### config.mk
export PLATFORM = sky130hd
export DESIGN_NAME = mant_div_unit
export DESIGN_NICKNAME = d
export VERILOG_FILES = /design/src/idiv_pkg.sv /design/src/idiv_result_if.sv /design/src/divstage53.sv /design/src/idiv53.sv /design/src/mant_normalize.sv /design/src/mant_div_unit.sv
export SDC_FILE = /design/constraint.sdc
export NUM_CORES = 2
export LEC_CHECK = 0
export ABC_CLOCK_PERIOD_IN_PS = 42500
export BUFFER_PORTS_ARGS = -buffer_cell sky130_fd_sc_hd__buf_2
export CAP_MARGIN = 5
export CELL_PAD_IN_SITES_DETAIL_PLACEMENT = 1
export CELL_PAD_IN_SITES_GLOBAL_PLACEMENT = 1
export CORE_ASPECT_RATIO = 1.1
export CORE_MARGIN = 5
export CORE_UTILIZATION = 35
export DETAILED_ROUTE_END_ITERATION = 8
export PLACE_DENSITY = 0.72
export SKIP_CTS_REPAIR_TIMING = 1
export SLEW_MARGIN = 5
export SYNTH_ARGS = -nofsm -noshare
export SYNTH_HDL_FRONTEND = slang
export SYNTH_SLANG_ARGS = --single-unit
### constraint.sdc
create_clock -name i_clk -period 42.5 [get_ports i_clk]
set_input_delay 4.25 -clock i_clk [delete_from_list [all_inputs] [get_ports i_clk]]
set_output_delay 4.25 -clock i_clk [all_outputs]
set_load 0.02 [all_outputs]
### src/idiv_pkg.sv
// shared widths and the divider register record for the mantissa-division datapath
package idiv_pkg;

    localparam int mant_w     = 53;   // mantissa incl. hidden bit
    localparam int quot_w     = 105;  // full quotient width
    localparam int shift_w    = 7;    // leading-zero count width
    localparam int stage_bits = 8;    // quotient bits per stage pass
    localparam int div_passes = 13;   // 8-bit passes after the single-bit pass

    // count reported when the quotient has no set bit
    localparam logic [shift_w-1:0] lz_none = 7'd104;

    // divider state, one record so the controller can use a v/r update style
    typedef struct packed {
        logic [div_passes+1:0] delay;              // one-hot pass sequencer
        logic [mant_w+stage_bits-1:0] divident;    // partial remainder plus new bits
        logic [mant_w-1:0] divisor;
        logic [quot_w-1:0] bits;                   // quotient being assembled
        logic [shift_w-1:0] lshift;                // index of first one bit
        logic lshift_rdy;                          // lshift already latched
        logic div_zero;
        logic exact;                               // remainder ended at zero
    } idiv53_registers;

    localparam idiv53_registers idiv53_r_reset = '{
        delay:      '0,
        divident:   '0,
        divisor:    '0,
        bits:       '0,
        lshift:     '0,
        lshift_rdy: 1'b0,
        div_zero:   1'b0,
        exact:      1'b0
    };

endpackage : idiv_pkg

### src/idiv_result_if.sv
// finished quotient from the divider controller to the normalizer, valid while rdy is high
`timescale 1ns/100ps

interface idiv_result_if;

    logic                          rdy;       // one-cycle done strobe
    logic [idiv_pkg::quot_w-1:0]   result;    // raw 105-bit quotient
    logic [idiv_pkg::shift_w-1:0]  lshift;    // leading zeros of result
    logic                          div_zero;
    logic                          exact;

    // divider side drives everything
    modport producer (
        output rdy,
        output result,
        output lshift,
        output div_zero,
        output exact
    );

    // normalizer side, no way to stall the producer
    modport consumer (
        input rdy,
        input result,
        input lshift,
        input div_zero,
        input exact
    );

endinterface : idiv_result_if

### src/divstage53.sv
// combinational radix-256 restoring division stage, used once per pass by the divider controller
`timescale 1ns/100ps

module divstage53 (
    input  logic                                                mux_ena_i,   // look for first one
    input  logic [idiv_pkg::stage_bits*idiv_pkg::shift_w-1:0]   muxind_i,    // index per step
    input  logic [idiv_pkg::mant_w+idiv_pkg::stage_bits-1:0]    divident_i,  // {rem, new bits}
    input  logic [idiv_pkg::mant_w-1:0]                         divisor_i,
    output logic [idiv_pkg::mant_w-1:0]                         dif_o,       // final remainder
    output logic [idiv_pkg::stage_bits-1:0]                     bits_o,      // msb first
    output logic [idiv_pkg::shift_w-1:0]                        muxind_o,
    output logic                                                muxind_rdy_o
);

    localparam int rem_w = idiv_pkg::mant_w;
    localparam int nbits = idiv_pkg::stage_bits;
    localparam int idx_w = idiv_pkg::shift_w;

    logic [rem_w:0] divisor_ext;   // one extra bit for the shifted compare

    assign divisor_ext = {1'b0, divisor_i};

    // eight chained shift-compare-subtract steps
    // the top rem_w bits of divident_i are the running remainder, the low
    // nbits bits are shifted in one per step
    always_comb begin : stage_proc
        logic [rem_w:0]   part;
        logic [rem_w-1:0] rem;
        logic             found;
        logic             q;

        rem = divident_i[rem_w+nbits-1:nbits];
        found = 1'b0;
        part = '0;
        q = 1'b0;
        bits_o = '0;
        muxind_o = '0;

        for (int k = 0; k < nbits; k++) begin
            part = {rem, divident_i[nbits-1-k]};    // shift in next bit
            q = (part >= divisor_ext);
            if (q) begin
                part = part - divisor_ext;          // restore skipped when q is 0
            end
            rem = part[rem_w-1:0];
            bits_o[nbits-1-k] = q;

            // first one in this pass picks its entry from the index table
            if (mux_ena_i && q && !found) begin
                found = 1'b1;
                muxind_o = muxind_i[(nbits-k)*idx_w-1 -: idx_w];
            end
        end

        dif_o = rem;
        muxind_rdy_o = found;
    end : stage_proc

endmodule : divstage53

### src/idiv53.sv
// iterative 53-bit mantissa divider controller, 14 stage passes per operation then a rdy strobe
`timescale 1ns/100ps

module idiv53 (
    input  logic                                                i_clk,
    input  logic                                                i_nrst,
    input  logic                                                ena_i,        // start pulse
    input  logic [idiv_pkg::mant_w-1:0]                         divident_i,
    input  logic [idiv_pkg::mant_w-1:0]                         divisor_i,
    idiv_result_if.producer                                     res,
    // towards divstage53
    output logic                                                mux_ena_o,
    output logic [idiv_pkg::stage_bits*idiv_pkg::shift_w-1:0]   muxind_o,
    output logic [idiv_pkg::mant_w+idiv_pkg::stage_bits-1:0]    divident_o,
    output logic [idiv_pkg::mant_w-1:0]                         divisor_o,
    // back from divstage53
    input  logic [idiv_pkg::mant_w-1:0]                         dif_i,
    input  logic [idiv_pkg::stage_bits-1:0]                     bits_i,
    input  logic [idiv_pkg::shift_w-1:0]                        muxind_i,
    input  logic                                                muxind_rdy_i
);

    localparam int nbits  = idiv_pkg::stage_bits;
    localparam int idx_w  = idiv_pkg::shift_w;
    localparam int passes = idiv_pkg::div_passes;
    localparam int qw     = idiv_pkg::quot_w;

    idiv_pkg::idiv53_registers r;
    idiv_pkg::idiv53_registers rin;

    always_comb begin : comb_proc
        idiv_pkg::idiv53_registers v;
        logic [nbits*idx_w-1:0]    vb_muxind;
        logic                      v_mux_ena;

        v = r;
        vb_muxind = '0;
        v_mux_ena = 1'b0;

        v.delay = {r.delay[passes:0], ena_i};    // one-hot walks one bit per clock

        if (ena_i) begin
            // a start mid-operation simply restarts
            v.delay = '0;
            v.delay[0] = 1'b1;                   // older pass bits are dropped
            v.divident = {{nbits{1'b0}}, divident_i};
            v.divisor = divisor_i;
            v.lshift_rdy = 1'b0;
            v.div_zero = (divisor_i == '0);
            v.exact = 1'b0;
        end else begin
            if (r.delay[0]) begin
                // single-bit pass, only the last step carries quotient msb
                v_mux_ena = ~r.lshift_rdy;
                v.divident = {dif_i, {nbits{1'b0}}};
                v.bits[qw-1] = bits_i[0];
            end

            for (int p = 1; p <= passes; p++) begin
                if (r.delay[p]) begin
                    v_mux_ena = ~r.lshift_rdy;
                    v.divident = {dif_i, {nbits{1'b0}}};
                    v.bits[(passes-p)*nbits +: nbits] = bits_i;
                    // table of leading-zero counts for this slice, msb first
                    for (int j = 0; j < nbits; j++) begin
                        vb_muxind[(nbits-1-j)*idx_w +: idx_w] = idx_w'((p-1)*nbits + j + 1);
                    end
                end
            end

            if (r.delay[passes] && (dif_i == '0)) begin
                v.exact = 1'b1;                  // nothing left over
            end

            // first set bit wins, later passes leave lshift alone
            if (!r.lshift_rdy) begin
                if (muxind_rdy_i) begin
                    v.lshift_rdy = 1'b1;
                    v.lshift = muxind_i;
                end else if (r.delay[passes]) begin
                    v.lshift_rdy = 1'b1;
                    v.lshift = idiv_pkg::lz_none;  // quotient is all zero
                end
            end
        end

        mux_ena_o = v_mux_ena;
        muxind_o = vb_muxind;
        rin = v;
    end : comb_proc

    // stage always sees the registered remainder
    assign divident_o = r.divident;
    assign divisor_o = r.divisor;

    assign res.rdy = r.delay[passes+1];
    assign res.result = r.bits;
    assign res.lshift = r.lshift;
    assign res.div_zero = r.div_zero;
    assign res.exact = r.exact;

    always_ff @(posedge i_clk or negedge i_nrst) begin : reg_proc
        if (!i_nrst) begin
            r <= idiv_pkg::idiv53_r_reset;
        end else begin
            r <= rin;
        end
    end : reg_proc

endmodule : idiv53

### src/mant_normalize.sv
// registered quotient normalizer, turns the raw divider result into mantissa, guard and sticky
`timescale 1ns/100ps

module mant_normalize (
    input  logic                            i_clk,
    input  logic                            i_nrst,
    idiv_result_if.consumer                 res,
    output logic                            valid_o,
    output logic [idiv_pkg::mant_w-1:0]     quot_o,
    output logic                            guard_o,
    output logic                            sticky_o,
    output logic [idiv_pkg::shift_w-1:0]    lshift_o,
    output logic                            div_zero_o,
    output logic                            exact_o
);

    localparam int qw = idiv_pkg::quot_w;
    localparam int mw = idiv_pkg::mant_w;

    logic [qw-1:0] shifted;    // leading one moved to the top
    logic          guard_nxt;
    logic          sticky_nxt;

    assign shifted = res.result << res.lshift;
    assign guard_nxt = shifted[qw-mw-1];

    // leftover quotient bits, or a nonzero remainder beyond them
    assign sticky_nxt = (|shifted[qw-mw-2:0]) | ~res.exact;

    // control and flags
    always_ff @(posedge i_clk or negedge i_nrst) begin : flag_proc
        if (!i_nrst) begin
            valid_o <= 1'b0;
            guard_o <= 1'b0;
            sticky_o <= 1'b0;
            div_zero_o <= 1'b0;
            exact_o <= 1'b0;
        end else begin
            valid_o <= res.rdy;    // one-cycle pulse
            if (res.rdy) begin
                guard_o <= guard_nxt;
                sticky_o <= sticky_nxt;
                div_zero_o <= res.div_zero;
                exact_o <= res.exact;
            end
        end
    end : flag_proc

    // mantissa and shift count, held until the next result
    always_ff @(posedge i_clk) begin : data_proc
        if (res.rdy) begin
            quot_o <= shifted[qw-1 -: mw];
            lshift_o <= res.lshift;    // exponent logic subtracts this
        end
    end : data_proc

endmodule : mant_normalize

### src/mant_div_unit.sv
// top level of the mantissa-division datapath, start pulse in and valid pulse out 16 clocks later
`timescale 1ns/100ps

module mant_div_unit (
    input  logic                            i_clk,
    input  logic                            i_nrst,
    input  logic                            start_i,
    input  logic [idiv_pkg::mant_w-1:0]     dividend_i,
    input  logic [idiv_pkg::mant_w-1:0]     divisor_i,
    output logic                            valid_o,
    output logic [idiv_pkg::mant_w-1:0]     quot_o,
    output logic                            guard_o,
    output logic                            sticky_o,
    output logic [idiv_pkg::shift_w-1:0]    lshift_o,
    output logic                            div_zero_o,
    output logic                            exact_o
);

    // controller to stage
    logic                                                 stage_mux_ena;
    logic [idiv_pkg::stage_bits*idiv_pkg::shift_w-1:0]    stage_muxind_tbl;
    logic [idiv_pkg::mant_w+idiv_pkg::stage_bits-1:0]     stage_divident;
    logic [idiv_pkg::mant_w-1:0]                          stage_divisor;
    // stage to controller
    logic [idiv_pkg::mant_w-1:0]                          stage_dif;
    logic [idiv_pkg::stage_bits-1:0]                      stage_bits;
    logic [idiv_pkg::shift_w-1:0]                         stage_muxind;
    logic                                                 stage_muxind_rdy;

    idiv_result_if div_res ();

    idiv53 divider0 (
        .i_clk        (i_clk),
        .i_nrst       (i_nrst),
        .ena_i        (start_i),
        .divident_i   (dividend_i),
        .divisor_i    (divisor_i),
        .res          (div_res.producer),
        .mux_ena_o    (stage_mux_ena),
        .muxind_o     (stage_muxind_tbl),
        .divident_o   (stage_divident),
        .divisor_o    (stage_divisor),
        .dif_i        (stage_dif),
        .bits_i       (stage_bits),
        .muxind_i     (stage_muxind),
        .muxind_rdy_i (stage_muxind_rdy)
    );

    divstage53 stage0 (
        .mux_ena_i    (stage_mux_ena),
        .muxind_i     (stage_muxind_tbl),
        .divident_i   (stage_divident),
        .divisor_i    (stage_divisor),
        .dif_o        (stage_dif),
        .bits_o       (stage_bits),
        .muxind_o     (stage_muxind),
        .muxind_rdy_o (stage_muxind_rdy)
    );

    mant_normalize norm0 (
        .i_clk        (i_clk),
        .i_nrst       (i_nrst),
        .res          (div_res.consumer),
        .valid_o      (valid_o),
        .quot_o       (quot_o),
        .guard_o      (guard_o),
        .sticky_o     (sticky_o),
        .lshift_o     (lshift_o),
        .div_zero_o   (div_zero_o),
        .exact_o      (exact_o)
    );

endmodule : mant_div_unit

==> impl_metrics.env <==
export IMPL_ys_top_cells_by_area="dfrtp_1, ha_1, nand2_1"
export IMPL_fin_nets=6717
export IMPL_slew_violations=0
export IMPL_drive_above_1_share=0.1168
export IMPL_maxSlewHeadroom=0.1495
export IMPL_path_buf_inv=14
export IMPL_hold_end="norm0.sticky_o$_DFFE_PN0P_"
export IMPL_syn2layout_area_growth_pct=8.745
export IMPL_ys_seq_area_frac=0.1714
export IMPL_synthArstFlopShare=0.8058
export IMPL_netlist_instances=6173
export IMPL_worst_ep_arrival_time_ns=37.62
export IMPL_fin_skew_ns=0.02780
export IMPL_dieHeight_microns=393.8
export IMPL_worstHoldStart="norm0.sticky_o$_DFFE_PN0P_"
export IMPL_root_buffer="clkbuf_16"
export IMPL_ys_ff_latch=309
export IMPL_final_cell_mix="nand2_1, a21oi_1, o21ai_0"
export IMPL_grt_pass1_vias=49610
export IMPL_synth_compound_area_share=0.2765
export IMPL_insertion_delay_ns=0.61
export IMPL_syn_area_sq_um=46870
export IMPL_synth_ff_type="dfrtp_1"
export IMPL_grt_pass1_wl_microns=331500
export IMPL_yosys_warnings=0
export IMPL_final_common_cell="nand2_1"
export IMPL_yosys_area_top_type="dfrtp_1"
export IMPL_cts_buffers_inserted=39
export IMPL_io_buffers=173
export IMPL_wl_microns=230400
export IMPL_cts_max_level=2
export IMPL_worstSetupStartpointType="flop"
export IMPL_num_vias=49890
export IMPL_wl_per_cell_microns=28.86
export IMPL_finalCritPeriodShare=0.8738
export IMPL_synth_nets=6714
export IMPL_cts_tree="built"
export IMPL_ff2ff_path_depth=115
export IMPL_yosys_area_share_simple=0.1953
export IMPL_reg2reg_slack_ns=5.36
export IMPL_synth_area_per_cell_sq_um=7.593
export IMPL_vias_per_cell=6.248
export IMPL_fp_dieW_microns=358.9
export IMPL_hpwl_microns=188400
export IMPL_antenna_found_initial=11
export IMPL_crit_path_max_incr_delay_ns=0.94
export IMPL_synth_top_family_by_area="compound AO/OA/AOI/OAI gates"
export IMPL_worst_ep_required_time_ns=42.98
export IMPL_holdPathStages=1
export IMPL_cts_num_sinks=309
export IMPL_fmax_mhz=26.93
export IMPL_synth_cell_type_count=106
export IMPL_overflow=0
export IMPL_slowest_stage="a211oi_1"
export IMPL_holdCritPathClass="reg -> reg"
export IMPL_endpoint_kind="flop"
export IMPL_track_usage=0.3083
export IMPL_fin_crit_ns=37.14
export IMPL_drc=0
export IMPL_r2r_end="divider0.res.lshift[6]$_DFFE_PN0P_"
export IMPL_die_area_sq_um=141300
export IMPL_max_cap_violations=0
export IMPL_synth_edf_count=60
export IMPL_status="completed"
export IMPL_synth_fa_ha_area_frac=0.1166
export IMPL_rows=140
export IMPL_synth_xor_area_frac=0.06858
export IMPL_initial_core_util=0.3530
export IMPL_r2r_start="divider0.divisor_o[1]$_DFFE_PN0P_"
export IMPL_rsz0062_at_grt="no"
export IMPL_fillers=16450
export IMPL_path_class="reg -> reg"
export IMPL_crit_family="compound AO/OA/AOI/OAI gates"
export IMPL_tns_ns=0
export IMPL_ant_nets=0
export IMPL_fp_coreArea_sq_um=132800
export IMPL_firstDrtPassIters=6
export IMPL_drt_iter0_drc=3922
export IMPL_worstMarginPinSlew_ns=1.244
export IMPL_clk_path_buf_depth=3
export IMPL_muxShareOfSynthArea=0.1265
export IMPL_clk_pin_slew_worst_paths_ns=0.06
export IMPL_finalSetupViolCount=0
export IMPL_pin_count=174
export IMPL_synth_top_area_frac=0.1329
export IMPL_grt_max_degree=98
export IMPL_gp_congestion=1.064
export IMPL_cp_startpoint="divider0.divisor_o[1]$_DFFE_PN0P_"
export IMPL_hold_viol=0
export IMPL_crit_fanout=61
==> area by class of cell <==
cell class	instances	area, sq um	area share
multi-input cells	5324	36810	0.7223
flip-flops and latches	309	8050	0.1579
well taps	1775	2221	0.04357
repair buffers	281	1695	0.03326
clock buffers	50	1114	0.02185
inverters	221	830.8	0.01630
clock inverters	20	234.0	0.004591
diodes	4	10.01	0.0001964
==> sequential cells by signal, summed over array words and instances (netlist names) <==
signal / cells
divider0.res.result: 105
divider0.divident_o: 61
divider0.divisor_o: 53
norm0.quot_o: 53
divider0.r: 15
divider0.res.lshift: 7
norm0.lshift_o: 7
divider0.res.div_zero: 1
divider0.res.exact: 1
divider0.res.rdy: 1
norm0.div_zero_o: 1
norm0.exact_o: 1
norm0.guard_o: 1
norm0.sticky_o: 1
norm0.valid_o: 1
==> routing by layer <==
layer | GRT usage | part of all wire
met5 | 0 | 0.00020
met3 | 0.03883 | 0.056
met4 | 0.2358 | 0.095
met1 | 0.3671 | 0.40
met2 | 0.5067 | 0.45
==> synthesized netlist by cell type (all sizes together), types with 111 or more instances <==
cell / number
mux2i: 159
nor2: 474
a21oi: 577
mux2: 199
xnor2: 231
xor2: 136
a21o: 242
clkbuf: 230
ha: 424
nand2: 839
o21ai: 589
a211oi: 111
dfrtp: 249
inv: 219
==> worst max path at each step <==
stage,end,depth (start not counted)
6_report,divider0.res.lshift[6]$_DFFE_PN0P_,115
5_1_grt,divider0.res.lshift[6]$_DFFE_PN0P_,111
4_1_cts,divider0.res.exact$_DFFE_PN0P_,115
3_5_place_dp,divider0.res.exact$_DFFE_PN0P_,113
3_3_place_gp,divider0.res.exact$_DFFE_PN0P_,111
2_1_floorplan,divider0.divident_o[8]$_DFFE_PN0P_,132
==> cell families after synthesis <==
family	count (synthesis)
AOI/OAI and AO/OA	2081
and+or+nand+nor	1993
buffers and inverters	540
muxes	451
adders and majority gates	432
xor gates and xnor gates	367
DFF	309
==> stage by stage <==
stage,hold slack [ns],setup slack (ns),util,instance area (sq um),cells
2_1_floorplan,0.4231,12.84,-,46870,6173
3_3_place_gp,0.4717,7.556,0.3736,49610,7910
3_5_place_dp,0.4926,6.652,0.3736,49610,7910
4_1_cts,0.5074,6.414,0.3838,50960,7980
5_1_grt,0.5278,4.095,0.3838,50960,7980
6_report,0.4986,5.362,0.3839,50970,7984
==> worst reg2reg max path, delay by kind of cell, from the launching register on <==
| kind | cells | cell delay [ns] |
|---|---|---|
| mux | 4 | 1.54 |
| simple gates | 32 | 8.92 |
| fa+ha+maj | 8 | 3.22 |
| compound gates | 57 | 17.86 |
| flops | 1 | 0.63 |
| buf+inv | 14 | 4.87 |
Power is not shown: default switching activity piles up to over one toggle a cycle in this logic, so the estimate is an artifact.
